[src/common/mem_sys_pkg.sv]
// --------------------
// Memory system shared definitions
// Widths, address decode and refill request kinds
// --------------------
package mem_sys_pkg;

  localparam int addr_w = 32;
  localparam int data_w = 32;
  localparam int line_w = 128;

  // Words per line, byte offset bits per line
  localparam int line_words = line_w / data_w;
  localparam int off_w      = $clog2(line_w / 8);

  // --------------------
  // Address views
  // --------------------

  // Index field sized for a 16-line cache
  // offset holds the word select above two byte bits
  typedef union packed {
    logic [addr_w-1:0] raw;
    struct packed {
      logic [addr_w-off_w-5:0] tag;
      logic [3:0]              index;
      logic [off_w-1:0]        offset;
    } f;
  } addr_u;

  // One cache line as four words
  typedef logic [line_words-1:0][data_w-1:0] line_t;

  // --------------------
  // Refill request kinds
  // --------------------

  typedef enum logic {
    req_read  = 1'b0,
    req_write = 1'b1
  } req_kind_e;

endpackage

[src/common/refill_if.sv]
// --------------------
// Refill port between a cache and the refill arbiter
// --------------------
interface refill_if;

  import mem_sys_pkg::*;

  // Request strobe and payload, cache side
  logic              req_val;
  req_kind_e         req_kind;
  logic [addr_w-1:0] req_addr;
  logic [data_w-1:0] req_wdata;

  // Response strobe and line, arbiter side
  logic              resp_val;
  line_t             resp_line;

  modport cache (
    output req_val, req_kind, req_addr, req_wdata,
    input  resp_val, resp_line
  );

  modport arb (
    input  req_val, req_kind, req_addr, req_wdata,
    output resp_val, resp_line
  );

endinterface

[src/cache/icache.sv]
// --------------------
// Instruction cache
// Direct-mapped and read-only, refills whole lines
// --------------------
module icache #(
  parameter int p_nbytes = 256
) (
  input  logic                           clk,
  input  logic                           rst_n,
  input  logic                           req_val,
  input  mem_sys_pkg::addr_u             req_addr,
  output logic                           resp_val,
  output logic [mem_sys_pkg::data_w-1:0] resp_data,
  refill_if.cache                        refill
);

  import mem_sys_pkg::*;

  localparam int c_nlines = p_nbytes * 8 / line_w;
  localparam int c_idx_w  = $clog2(c_nlines);
  localparam int c_tag_w  = addr_w - off_w - c_idx_w;

  // Tag is everything above the index bits this cache uses
  function automatic logic [c_tag_w-1:0] tag_of(addr_u a);
    return c_tag_w'({a.f.tag, a.f.index} >> c_idx_w);
  endfunction

  logic [c_tag_w-1:0]  tag_mem  [c_nlines];
  line_t               line_mem [c_nlines];
  logic [c_nlines-1:0] valid;

  logic               busy;
  addr_u              addr_q;
  logic [c_idx_w-1:0] idx;
  logic [c_idx_w-1:0] idx_q;
  logic               hit;

  assign idx   = req_addr.f.index[c_idx_w-1:0];
  assign idx_q = addr_q.f.index[c_idx_w-1:0];
  assign hit   = valid[idx] && (tag_mem[idx] == tag_of(req_addr));

  // Only line reads leave this cache
  assign refill.req_kind  = req_read;
  assign refill.req_wdata = '0;

  // --------------------
  // Control
  // --------------------

  always_ff @(posedge clk) begin
    if (!rst_n) begin
      busy           <= 1'b0;
      valid          <= '0;
      resp_val       <= 1'b0;
      refill.req_val <= 1'b0;
    end else begin
      resp_val       <= 1'b0;
      refill.req_val <= 1'b0;
      if (!busy && req_val) begin
        if (hit) begin
          resp_val <= 1'b1;
        end else begin
          busy           <= 1'b1;
          refill.req_val <= 1'b1;
        end
      end else if (busy && refill.resp_val) begin
        busy         <= 1'b0;
        valid[idx_q] <= 1'b1;
        resp_val     <= 1'b1;
      end
    end
  end

  // --------------------
  // Arrays and payload
  // --------------------

  always_ff @(posedge clk) begin
    if (!busy && req_val) begin
      addr_q          <= req_addr;
      resp_data       <= line_mem[idx][req_addr.f.offset[off_w-1:2]];
      refill.req_addr <= {req_addr.f.tag, req_addr.f.index, off_w'(0)};
    end
    // Fill the line and forward the missed word
    if (busy && refill.resp_val) begin
      line_mem[idx_q] <= refill.resp_line;
      tag_mem[idx_q]  <= tag_of(addr_q);
      resp_data       <= refill.resp_line[addr_q.f.offset[off_w-1:2]];
    end
  end

endmodule

[src/cache/dcache.sv]
// --------------------
// Data cache
// Direct-mapped, write-through, no allocate on write miss
// --------------------
module dcache #(
  parameter int p_nbytes = 256
) (
  input  logic                           clk,
  input  logic                           rst_n,
  input  logic                           req_val,
  input  logic                           req_wen,
  input  mem_sys_pkg::addr_u             req_addr,
  input  logic [mem_sys_pkg::data_w-1:0] req_wdata,
  output logic                           resp_val,
  output logic [mem_sys_pkg::data_w-1:0] resp_data,
  refill_if.cache                        refill
);

  import mem_sys_pkg::*;

  localparam int c_nlines = p_nbytes * 8 / line_w;
  localparam int c_idx_w  = $clog2(c_nlines);
  localparam int c_tag_w  = addr_w - off_w - c_idx_w;

  function automatic logic [c_tag_w-1:0] tag_of(addr_u a);
    return c_tag_w'({a.f.tag, a.f.index} >> c_idx_w);
  endfunction

  logic [c_tag_w-1:0]  tag_mem  [c_nlines];
  line_t               line_mem [c_nlines];
  logic [c_nlines-1:0] valid;

  logic               busy;
  addr_u              addr_q;
  logic [c_idx_w-1:0] idx;
  logic [c_idx_w-1:0] idx_q;
  logic [1:0]         wsel;
  logic               hit;
  logic               start;
  logic               done;

  assign idx   = req_addr.f.index[c_idx_w-1:0];
  assign idx_q = addr_q.f.index[c_idx_w-1:0];
  assign wsel  = req_addr.f.offset[off_w-1:2];
  assign hit   = valid[idx] && (tag_mem[idx] == tag_of(req_addr));
  assign start = !busy && req_val;
  assign done  = busy && refill.resp_val;

  // --------------------
  // Control
  // --------------------

  always_ff @(posedge clk) begin
    if (!rst_n) begin
      busy            <= 1'b0;
      valid           <= '0;
      resp_val        <= 1'b0;
      refill.req_val  <= 1'b0;
      refill.req_kind <= req_read;
    end else begin
      resp_val       <= 1'b0;
      refill.req_val <= 1'b0;
      if (start) begin
        // Read hits answer locally, everything else goes to memory
        if (!req_wen && hit) begin
          resp_val <= 1'b1;
        end else begin
          busy            <= 1'b1;
          refill.req_val  <= 1'b1;
          refill.req_kind <= req_wen ? req_write : req_read;
        end
      end else if (done) begin
        busy     <= 1'b0;
        resp_val <= 1'b1;
        if (refill.req_kind == req_read) begin
          valid[idx_q] <= 1'b1;
        end
      end
    end
  end

  // --------------------
  // Arrays and payload
  // --------------------

  always_ff @(posedge clk) begin
    if (start) begin
      addr_q    <= req_addr;
      resp_data <= line_mem[idx][wsel];
      if (req_wen) begin
        refill.req_addr  <= req_addr.raw;
        refill.req_wdata <= req_wdata;
        // Keep a resident line in step with memory
        if (hit) begin
          line_mem[idx][wsel] <= req_wdata;
        end
      end else begin
        refill.req_addr  <= {req_addr.f.tag, req_addr.f.index, off_w'(0)};
        refill.req_wdata <= '0;
      end
    end
    if (done) begin
      if (refill.req_kind == req_read) begin
        line_mem[idx_q] <= refill.resp_line;
        tag_mem[idx_q]  <= tag_of(addr_q);
        resp_data       <= refill.resp_line[addr_q.f.offset[off_w-1:2]];
      end else begin
        // write ack carries no data
        resp_data <= '0;
      end
    end
  end

endmodule

[src/logic/refill_arbiter.sv]
// --------------------
// Refill arbiter
// Shares one memory port between both caches
// --------------------
module refill_arbiter (
  input  logic                           clk,
  input  logic                           rst_n,
  refill_if.arb                          irefill,
  refill_if.arb                          drefill,
  output logic                           mem_req_val,
  output logic                           mem_req_wen,
  output logic [mem_sys_pkg::addr_w-1:0] mem_req_addr,
  output logic [mem_sys_pkg::data_w-1:0] mem_req_wdata,
  input  logic                           mem_resp_val,
  input  mem_sys_pkg::line_t             mem_resp_line
);

  import mem_sys_pkg::*;

  // Pending request per side
  logic              ipend;
  logic              dpend;
  req_kind_e         ikind;
  req_kind_e         dkind;
  logic [addr_w-1:0] iaddr;
  logic [addr_w-1:0] daddr;
  logic [data_w-1:0] iwdata;
  logic [data_w-1:0] dwdata;

  // Single outstanding memory request and its owner
  logic outst;
  logic owner_d;

  logic grant;
  logic grant_d;

  // Instruction side wins a tie
  assign grant   = (ipend || dpend) && !outst;
  assign grant_d = !ipend;

  assign mem_req_val   = grant;
  assign mem_req_wen   = grant_d ? (dkind == req_write) : (ikind == req_write);
  assign mem_req_addr  = grant_d ? daddr : iaddr;
  assign mem_req_wdata = grant_d ? dwdata : iwdata;

  // Steer the response to whoever owns the memory request
  assign irefill.resp_val  = mem_resp_val && outst && !owner_d;
  assign drefill.resp_val  = mem_resp_val && outst && owner_d;
  assign irefill.resp_line = mem_resp_line;
  assign drefill.resp_line = mem_resp_line;

  always_ff @(posedge clk) begin
    if (!rst_n) begin
      ipend   <= 1'b0;
      dpend   <= 1'b0;
      outst   <= 1'b0;
      owner_d <= 1'b0;
    end else begin
      if (irefill.req_val) begin
        ipend <= 1'b1;
      end else if (grant && !grant_d) begin
        ipend <= 1'b0;
      end
      if (drefill.req_val) begin
        dpend <= 1'b1;
      end else if (grant && grant_d) begin
        dpend <= 1'b0;
      end
      if (grant) begin
        outst   <= 1'b1;
        owner_d <= grant_d;
      end else if (mem_resp_val) begin
        outst <= 1'b0;
      end
    end
  end

  // Request payload capture
  always_ff @(posedge clk) begin
    if (irefill.req_val) begin
      ikind  <= irefill.req_kind;
      iaddr  <= irefill.req_addr;
      iwdata <= irefill.req_wdata;
    end
    if (drefill.req_val) begin
      dkind  <= drefill.req_kind;
      daddr  <= drefill.req_addr;
      dwdata <= drefill.req_wdata;
    end
  end

endmodule

[src/logic/mem_sys.sv]
// --------------------
// Memory system
// Instruction and data caches over one memory port
// --------------------
module mem_sys #(
  parameter int p_icache_nbytes = 256,
  parameter int p_dcache_nbytes = 256
) (
  input  logic                           clk,
  input  logic                           rst_n,

  // Instruction side
  input  logic                           imem_req_val,
  input  logic [mem_sys_pkg::addr_w-1:0] imem_req_addr,
  output logic                           imem_resp_val,
  output logic [mem_sys_pkg::data_w-1:0] imem_resp_data,

  // Data side
  input  logic                           dmem_req_val,
  input  logic                           dmem_req_wen,
  input  logic [mem_sys_pkg::addr_w-1:0] dmem_req_addr,
  input  logic [mem_sys_pkg::data_w-1:0] dmem_req_wdata,
  output logic                           dmem_resp_val,
  output logic [mem_sys_pkg::data_w-1:0] dmem_resp_data,

  // Memory side
  output logic                           mem_req_val,
  output logic                           mem_req_wen,
  output logic [mem_sys_pkg::addr_w-1:0] mem_req_addr,
  output logic [mem_sys_pkg::data_w-1:0] mem_req_wdata,
  input  logic                           mem_resp_val,
  input  logic [mem_sys_pkg::line_w-1:0] mem_resp_line
);

  // Refill ports
  refill_if irefill ();
  refill_if drefill ();

  icache #(
    .p_nbytes (p_icache_nbytes)
  ) i_icache (
    .clk       (clk),
    .rst_n     (rst_n),
    .req_val   (imem_req_val),
    .req_addr  (imem_req_addr),
    .resp_val  (imem_resp_val),
    .resp_data (imem_resp_data),
    .refill    (irefill.cache)
  );

  dcache #(
    .p_nbytes (p_dcache_nbytes)
  ) i_dcache (
    .clk       (clk),
    .rst_n     (rst_n),
    .req_val   (dmem_req_val),
    .req_wen   (dmem_req_wen),
    .req_addr  (dmem_req_addr),
    .req_wdata (dmem_req_wdata),
    .resp_val  (dmem_resp_val),
    .resp_data (dmem_resp_data),
    .refill    (drefill.cache)
  );

  refill_arbiter i_refill_arbiter (
    .clk           (clk),
    .rst_n         (rst_n),
    .irefill       (irefill.arb),
    .drefill       (drefill.arb),
    .mem_req_val   (mem_req_val),
    .mem_req_wen   (mem_req_wen),
    .mem_req_addr  (mem_req_addr),
    .mem_req_wdata (mem_req_wdata),
    .mem_resp_val  (mem_resp_val),
    .mem_resp_line (mem_resp_line)
  );

endmodule

[config.mk]
export PLATFORM = sky130hd
export DESIGN_NAME = mem_sys
export DESIGN_NICKNAME = d
export VERILOG_FILES = /design/src/common/mem_sys_pkg.sv /design/src/common/refill_if.sv /design/src/cache/icache.sv /design/src/cache/dcache.sv /design/src/logic/refill_arbiter.sv /design/src/logic/mem_sys.sv
export SDC_FILE = /design/constraint.sdc
export NUM_CORES = 2
export LEC_CHECK = 0
export CAP_MARGIN = 5
export CORE_UTILIZATION = 56
export DETAILED_ROUTE_END_ITERATION = 8
export DONT_BUFFER_PORTS = 1
export PLACE_DENSITY_LB_ADDON = 0.3
export SLEW_MARGIN = 30
export SYNTH_ARGS = -nofsm -noshare
export SYNTH_HDL_FRONTEND = slang
export SYNTH_HIERARCHICAL = 1
export SYNTH_MEMORY_MAX_BITS = 65536
export SYNTH_SLANG_ARGS = --single-unit
[constraint.sdc]
create_clock -name clk -period 15.95 [get_ports clk]
set_input_delay 1.595 -clock clk [delete_from_list [all_inputs] [get_ports clk]]
set_output_delay 1.595 -clock clk [all_outputs]
set_load 0.1 [all_outputs]
# After elaboration in Yosys (flattened, before gate mapping)
# Memory sizes are Yosys's and may differ from the RTL's.
# Index checks and enable logic that the tools add are counted.
# word_totals
memories	4
output_inout_bits	132
ram_bits	4864
regBits	356
word_cells	144
# mem_list
name	depth	width	read_ports	rd_clocked_by_memory_dff	wr	line_no	text
i_dcache.line_mem	16	128	1	0	1	dcache.sv:30	line_t line_mem [c_nlines];
i_icache.line_mem	16	128	1	0	1	icache.sv:29	line_t line_mem [c_nlines];
i_dcache.tag_mem	16	24	1	0	1	dcache.sv:29	logic [c_tag_w-1:0] tag_mem [c_nlines];
i_icache.tag_mem	16	24	1	0	1	icache.sv:28	logic [c_tag_w-1:0] tag_mem [c_nlines];
# classes
n_eq_ne	4
bitwise	6
n_lt_le_gt_ge	11
n_reduce_logical	36
mux	58
# ops
cell	count
$mux W128	3
$mux W32	12
$bmux W32 S2	4
$reduce_or A128 Y1	1
$demux W32 S2	1
$eq A24 B24 Y1	2
$mux W1	33
$or A16 B16 Y16	2
$lt A4 B5 Y1 const B	4
$logic_and A1 B1 Y1	16
$lt A2 B3 Y1 const B	4
$reduce_and A2 Y1	6
$reduce_bool A2 Y1	5
$bmux W1 S4	2
$demux W1 S4	2
$ge A4 B1 Y1 const B	2
$logic_not A1 Y1	6
$mux W4	1
$ne A2 B2 Y1 const B	2
$not A1 Y1	4
$reduce_and A3 Y1	1
$ge A2 B1 Y1 const B	1
$logic_or A1 B1 Y1	1

# Depth between registers and ports, before layout
# logic_depth
word_depth	8
mapped_depth	15
ltp_nobuf	8

# By module
# Netlist, hierarchy kept.
# by_module_without_submodules
module	area_per_inst_um2	n_inst	cells_each
dcache	99683.1	1	4361
icache	97028.1	1	3899
refill_arbiter	7049.3	1	477

# Least setup slack after synthesis
# OpenSTA, ideal clock, no wires.
# synth_path
path_type	input to register
from	input mem_resp_val
to	memory i_icache/line_mem[0][0] in the netlist's numbering, enable pin
stages	5
required_time_ns	15.098
t_arrival_ns	12.729
setup_ns	0.852
path_slack_ns	2.369
n_path_buf	0
path_cell_list	nand2_1 > nor2_1 > nand2_1 > or3_1 > nor3_1
# synth_via
elab_chain_len	5
# synth_rtl
element	line_no	text
start: declaration	mem_sys.sv:31	input logic mem_resp_val,
$logic_and A1 B1 Y1 (2 in a row)	refill_arbiter.sv:47	assign irefill.resp_val = mem_resp_val && outst && !owner_d;
named net irefill.resp_val	refill_if.sv:15	logic resp_val;
$logic_and A1 B1 Y1	icache.sv:85	if (busy && refill.resp_val) begin
$mux W1	icache.sv:85	
$mux W1 (not written as such)	icache.sv:86	line_mem[idx_q] <= refill.resp_line;
end: declaration	icache.sv:29	
# The timed path passes the listed nets, and every way through them passes these cells.

# Worst setup path after layout
# layout_path
from	input dmem_req_addr[4] in the netlist's numbering
to	memory i_dcache/line_mem[14][10] in the netlist's numbering, enable pin
# layout_via
elab_chain_len	8
word_cells_on_any_way	11
# layout_rtl
element	line_no	text
start: declaration	mem_sys.sv:21	input logic [mem_sys_pkg::addr_w-1:0] dmem_req_addr,
$mem_v2 Z16 W24 / $bmux W1 S4 (equally long branches)	-	
$eq A24 B24 Y1 / $mux W1 (equally long branches)	dcache.sv:45	assign hit = valid[idx] && (tag_mem[idx] == tag_of(req_addr));
$logic_and A1 B1 Y1	dcache.sv:45	
$mux W1	dcache.sv:94	if (hit) begin
$mux W1	dcache.sv:90	if (req_wen) begin
$mux W1	dcache.sv:87	if (start) begin
$mux W128 (not written as such)	dcache.sv:95	line_mem[idx][wsel] <= req_wdata;
$mux W128 (no line)	-	
end: declaration	dcache.sv:30	
# Several ways; a longest one is shown, not always the timed one. The select of a mux whose other input is x is not followed.

==> reports/qor.txt <==
Status: finished, final reports clean
Die Wd: 605 um
Layout Utilization: 61.7%
Final nets: 8898
Vias: 93897
Count of cell types in the netlist: 83
Worst IR Drop VDD: 0.0969 mV
DRT antenna net count: 0
Die height: 605 um
WHS: 420 ps
TritonCTS Buffers: 483
Worst Tran Pin Value: 1210 ps
Post-CTS Resized: 0
Remaining DRCs: 0
Initial drt markers: 13292
Endpoints failing hold: 0
Mapped cell area: 0.204 sq mm
Area grow syn2layout: 9.67%
CTS clock-pin slew for the worst setup and hold paths: 60 ps
DR vias/cell: 6.75
Post-CTS setup buffers: 0
Final non-filler cell area: 0.223 sq mm
CTS tree: built
Port bufs: 0
Setup TNS: 0 ps
Leak: 69.2 nW
Reg2reg start: i_refill_arbiter/outst
Largest net degree at the start of global routing: 571
R2R cell count: 9
CP Capture Type: register
DR pass1 iterations: 6
CP max FO: 109
Total power: 27.5 mW
Final count of negative-setup-slack endpoints: 0
HP Class: reg2reg
Antenna violations before repair: 51
WP data arrival: 7560 ps
Max-slew violation count: 0
Power per cell area: 123 mW/mm^2
Gr usage total: 27.4%
Yosys reg bits: 5197
Capturing point of the worst reg2reg path: i_icache/line_mem[9][78]
Drt total wl: 503 mm
Worst setup SP type: input pin
Fmax achieved: 144 MHz
Fillers: 23615
Register area share after synthesis: 76.4%
CP required: 16550 ps
CTS sink count: 5197
Critical path endpoint: i_dcache/line_mem[14][10]
Core ar.: 0.362 sq mm
DP HPWL: 273 mm
CP Class: in2reg
Ys Warns: 6
Longest Clk Path Bufs: 4
I/O pins: 362
RSZ-0062 raised after global routing: false
Total Die Area: 0.366 sq mm
Post-synth EDFFs: 5154
Period utilisation layout: 43.7%
Layout cells sized above 1: 29.1%
Relative max-transition margin: 19.6%
First-pass GRT wire length: 704 mm
Placement Cell Area: 0.208 sq mm
Mean Syn Cell Area: 23.3 sq um
Worst Skew: 42.0 ps
CTS Root Cell: clkbuf_16
WL per Instance: 36.1 um
Asr flop ratio synth: 0%
Top_reg_cell synth: edfxtp_1
CP Launch Point: dmem_req_addr[4]
Gp weighted congestion: 0.827
Register-to-register setup slack: 11040 ps
Grt ovf: 0
Max-Cap Viols: 0
Starting Density: 56.3%
Num rows: 221
Final min period: 6970 ps
Insertion delay to the later sink of the worst-skew pair: 990 ps
Max H-tree Level: 5
Vias in the first global route: 94103
Hold Buf Count CTS: 0
Post-Synthesis Cells: 8737
[layout make-up]
| class | instances | area (sq um) | share of cell area, % |
|---|---|---|---|
| inverter | 13 | 48.8 | 0.0218 |
| sequential | 5197 | 156000 | 69.7 |
| multi-input combinational | 2771 | 44300 | 19.8 |
| antenna | 55 | 138 | 0.0616 |
| tap | 4794 | 6000 | 2.68 |
| clock inverter | 277 | 2300 | 1.03 |
| clock buffer | 607 | 12800 | 5.72 |
| timing repair buffer | 202 | 2290 | 1.02 |
[sequential cells by signal (all words and copies together), names as in the netlist, 2 cells and up]
register	cells
i_refill_arbiter/daddr	32
i_refill_arbiter/iaddr	32
i_icache/tag_mem	384
i_dcache/tag_mem	384
i_dcache/refill.req_wdata	32
i_dcache/valid	16
i_dcache/resp_data	32
i_icache/resp_data	32
i_dcache/addr_q	2
i_refill_arbiter/dwdata	32
i_icache/addr_q	30
i_dcache/line_mem	2048
i_dcache/refill.req_addr	32
i_refill_arbiter/iwdata	32
i_icache/valid	16
i_icache/line_mem	2048
[stage by stage]
step / std cells / setup slack [ps]
floorplan: 8773 / 2370
detailed placement: 12970 / 7970
finish: 13916 / 8980
global placement: 12952 / 7710
global route: 13896 / 8740
CTS: 13854 / 9020
[power by group]
part / switching [mW] / internal (mW) / total, mW
clock: 4.88 / 6.19 / 11.1
sequential: 0.152 / 15.1 / 15.2
combinational: 0.675 / 0.544 / 1.22
total: 5.71 / 21.8 / 27.5
[kinds of logic after synthesis]
family / synth area share [%]
flops: 76.4
xor+xnor: 0.249
simple gates: 1.31
other cells: 0.00184
mux: 18.7
compound gates: 0.960
buf+inv: 2.41
[worst min path at each step]
stage	endpoint	cells after the start	slack [ps]	start
after global placement	i_refill_arbiter/daddr[3]	0	400	i_dcache/refill.req_addr[3]
after CTS	i_refill_arbiter/dwdata[15]	0	420	i_dcache/refill.req_wdata[15]
after detailed placement	i_refill_arbiter/dwdata[15]	0	400	i_dcache/refill.req_wdata[15]
after floorplan	i_refill_arbiter/daddr[0]	0	400	i_dcache/refill.req_addr[0]
after global routing	i_refill_arbiter/dwdata[18]	0	420	i_dcache/refill.req_wdata[18]
final	i_refill_arbiter/dwdata[3]	0	420	i_dcache/refill.req_wdata[3]
[worst max-delay path, stage by stage]
cell	delay (ps)
buf_16	470
buf_4	800
buf_6	660
mux4_2	590
a22o_1	250
a221oi_1	330
xnor2_1	200
nor4_4	650
nand4_4	640
a21oi_4	340
buf_4	670
[cells in the final DEF, fill, tap and decap left out, drive strengths merged, types with 4 or more instances in the layout]
master,count
nand2b,17
a21oi,77
a2111oi,6
xor2,18
mux2,109
edfxtp,5154
a211oi,8
nand3b,7
mux4,1558
a22oi,27
a22o,43
clkinvlp,17
inv,21
a31oi,10
nor2b,17
a221oi,14
diode,55
and3,4
bufinv,34
or3,5
conb,37
nand3,14
nor2,88
nor3,16
o2bb2ai,4
o211ai,4
and2,39
mux2i,151
xnor2,40
clkbuf,607
nand4,11
buf,202
o21a,17
nand2,362
clkinv,218
o22ai,8
o21ai,20
dfxtp,43
[Yosys cell counts (all sizes together), types with 7 or more instances]
library cell	n	area, sq um
nor2	88	333
clkbuf	208	785
mux2	109	1470
a21oi	77	419
nand3	14	70.1
o22ai	8	50.1
nor3	16	85.1
mux2i	151	1520
o21ai	20	100
nand2b	17	106
xnor2	40	350
and2	39	244
edfxtp	5154	155000
nand4	11	129
a221oi	14	123
dfxtp	43	861
nand2	362	1360
o21a	17	128
buf	584	4070
mux4	1558	35100
xor2	18	158
a211oi	8	72.6
nand3b	7	52.6
a22oi	27	203
a31oi	10	62.6
a22o	43	377
inv	11	41.3
nor2b	17	106
[metal layers]
metal	vias up	GRT usage [%]	share of wire [%]
met2	5780	43.5	48
met3	869	5.57	11
met5	-	0	0.0062
met1	50632	38.1	37
li1	36612	-	-
met4	4	10.6	4.2
Note: power is estimated with default switching activity, not from simulation.
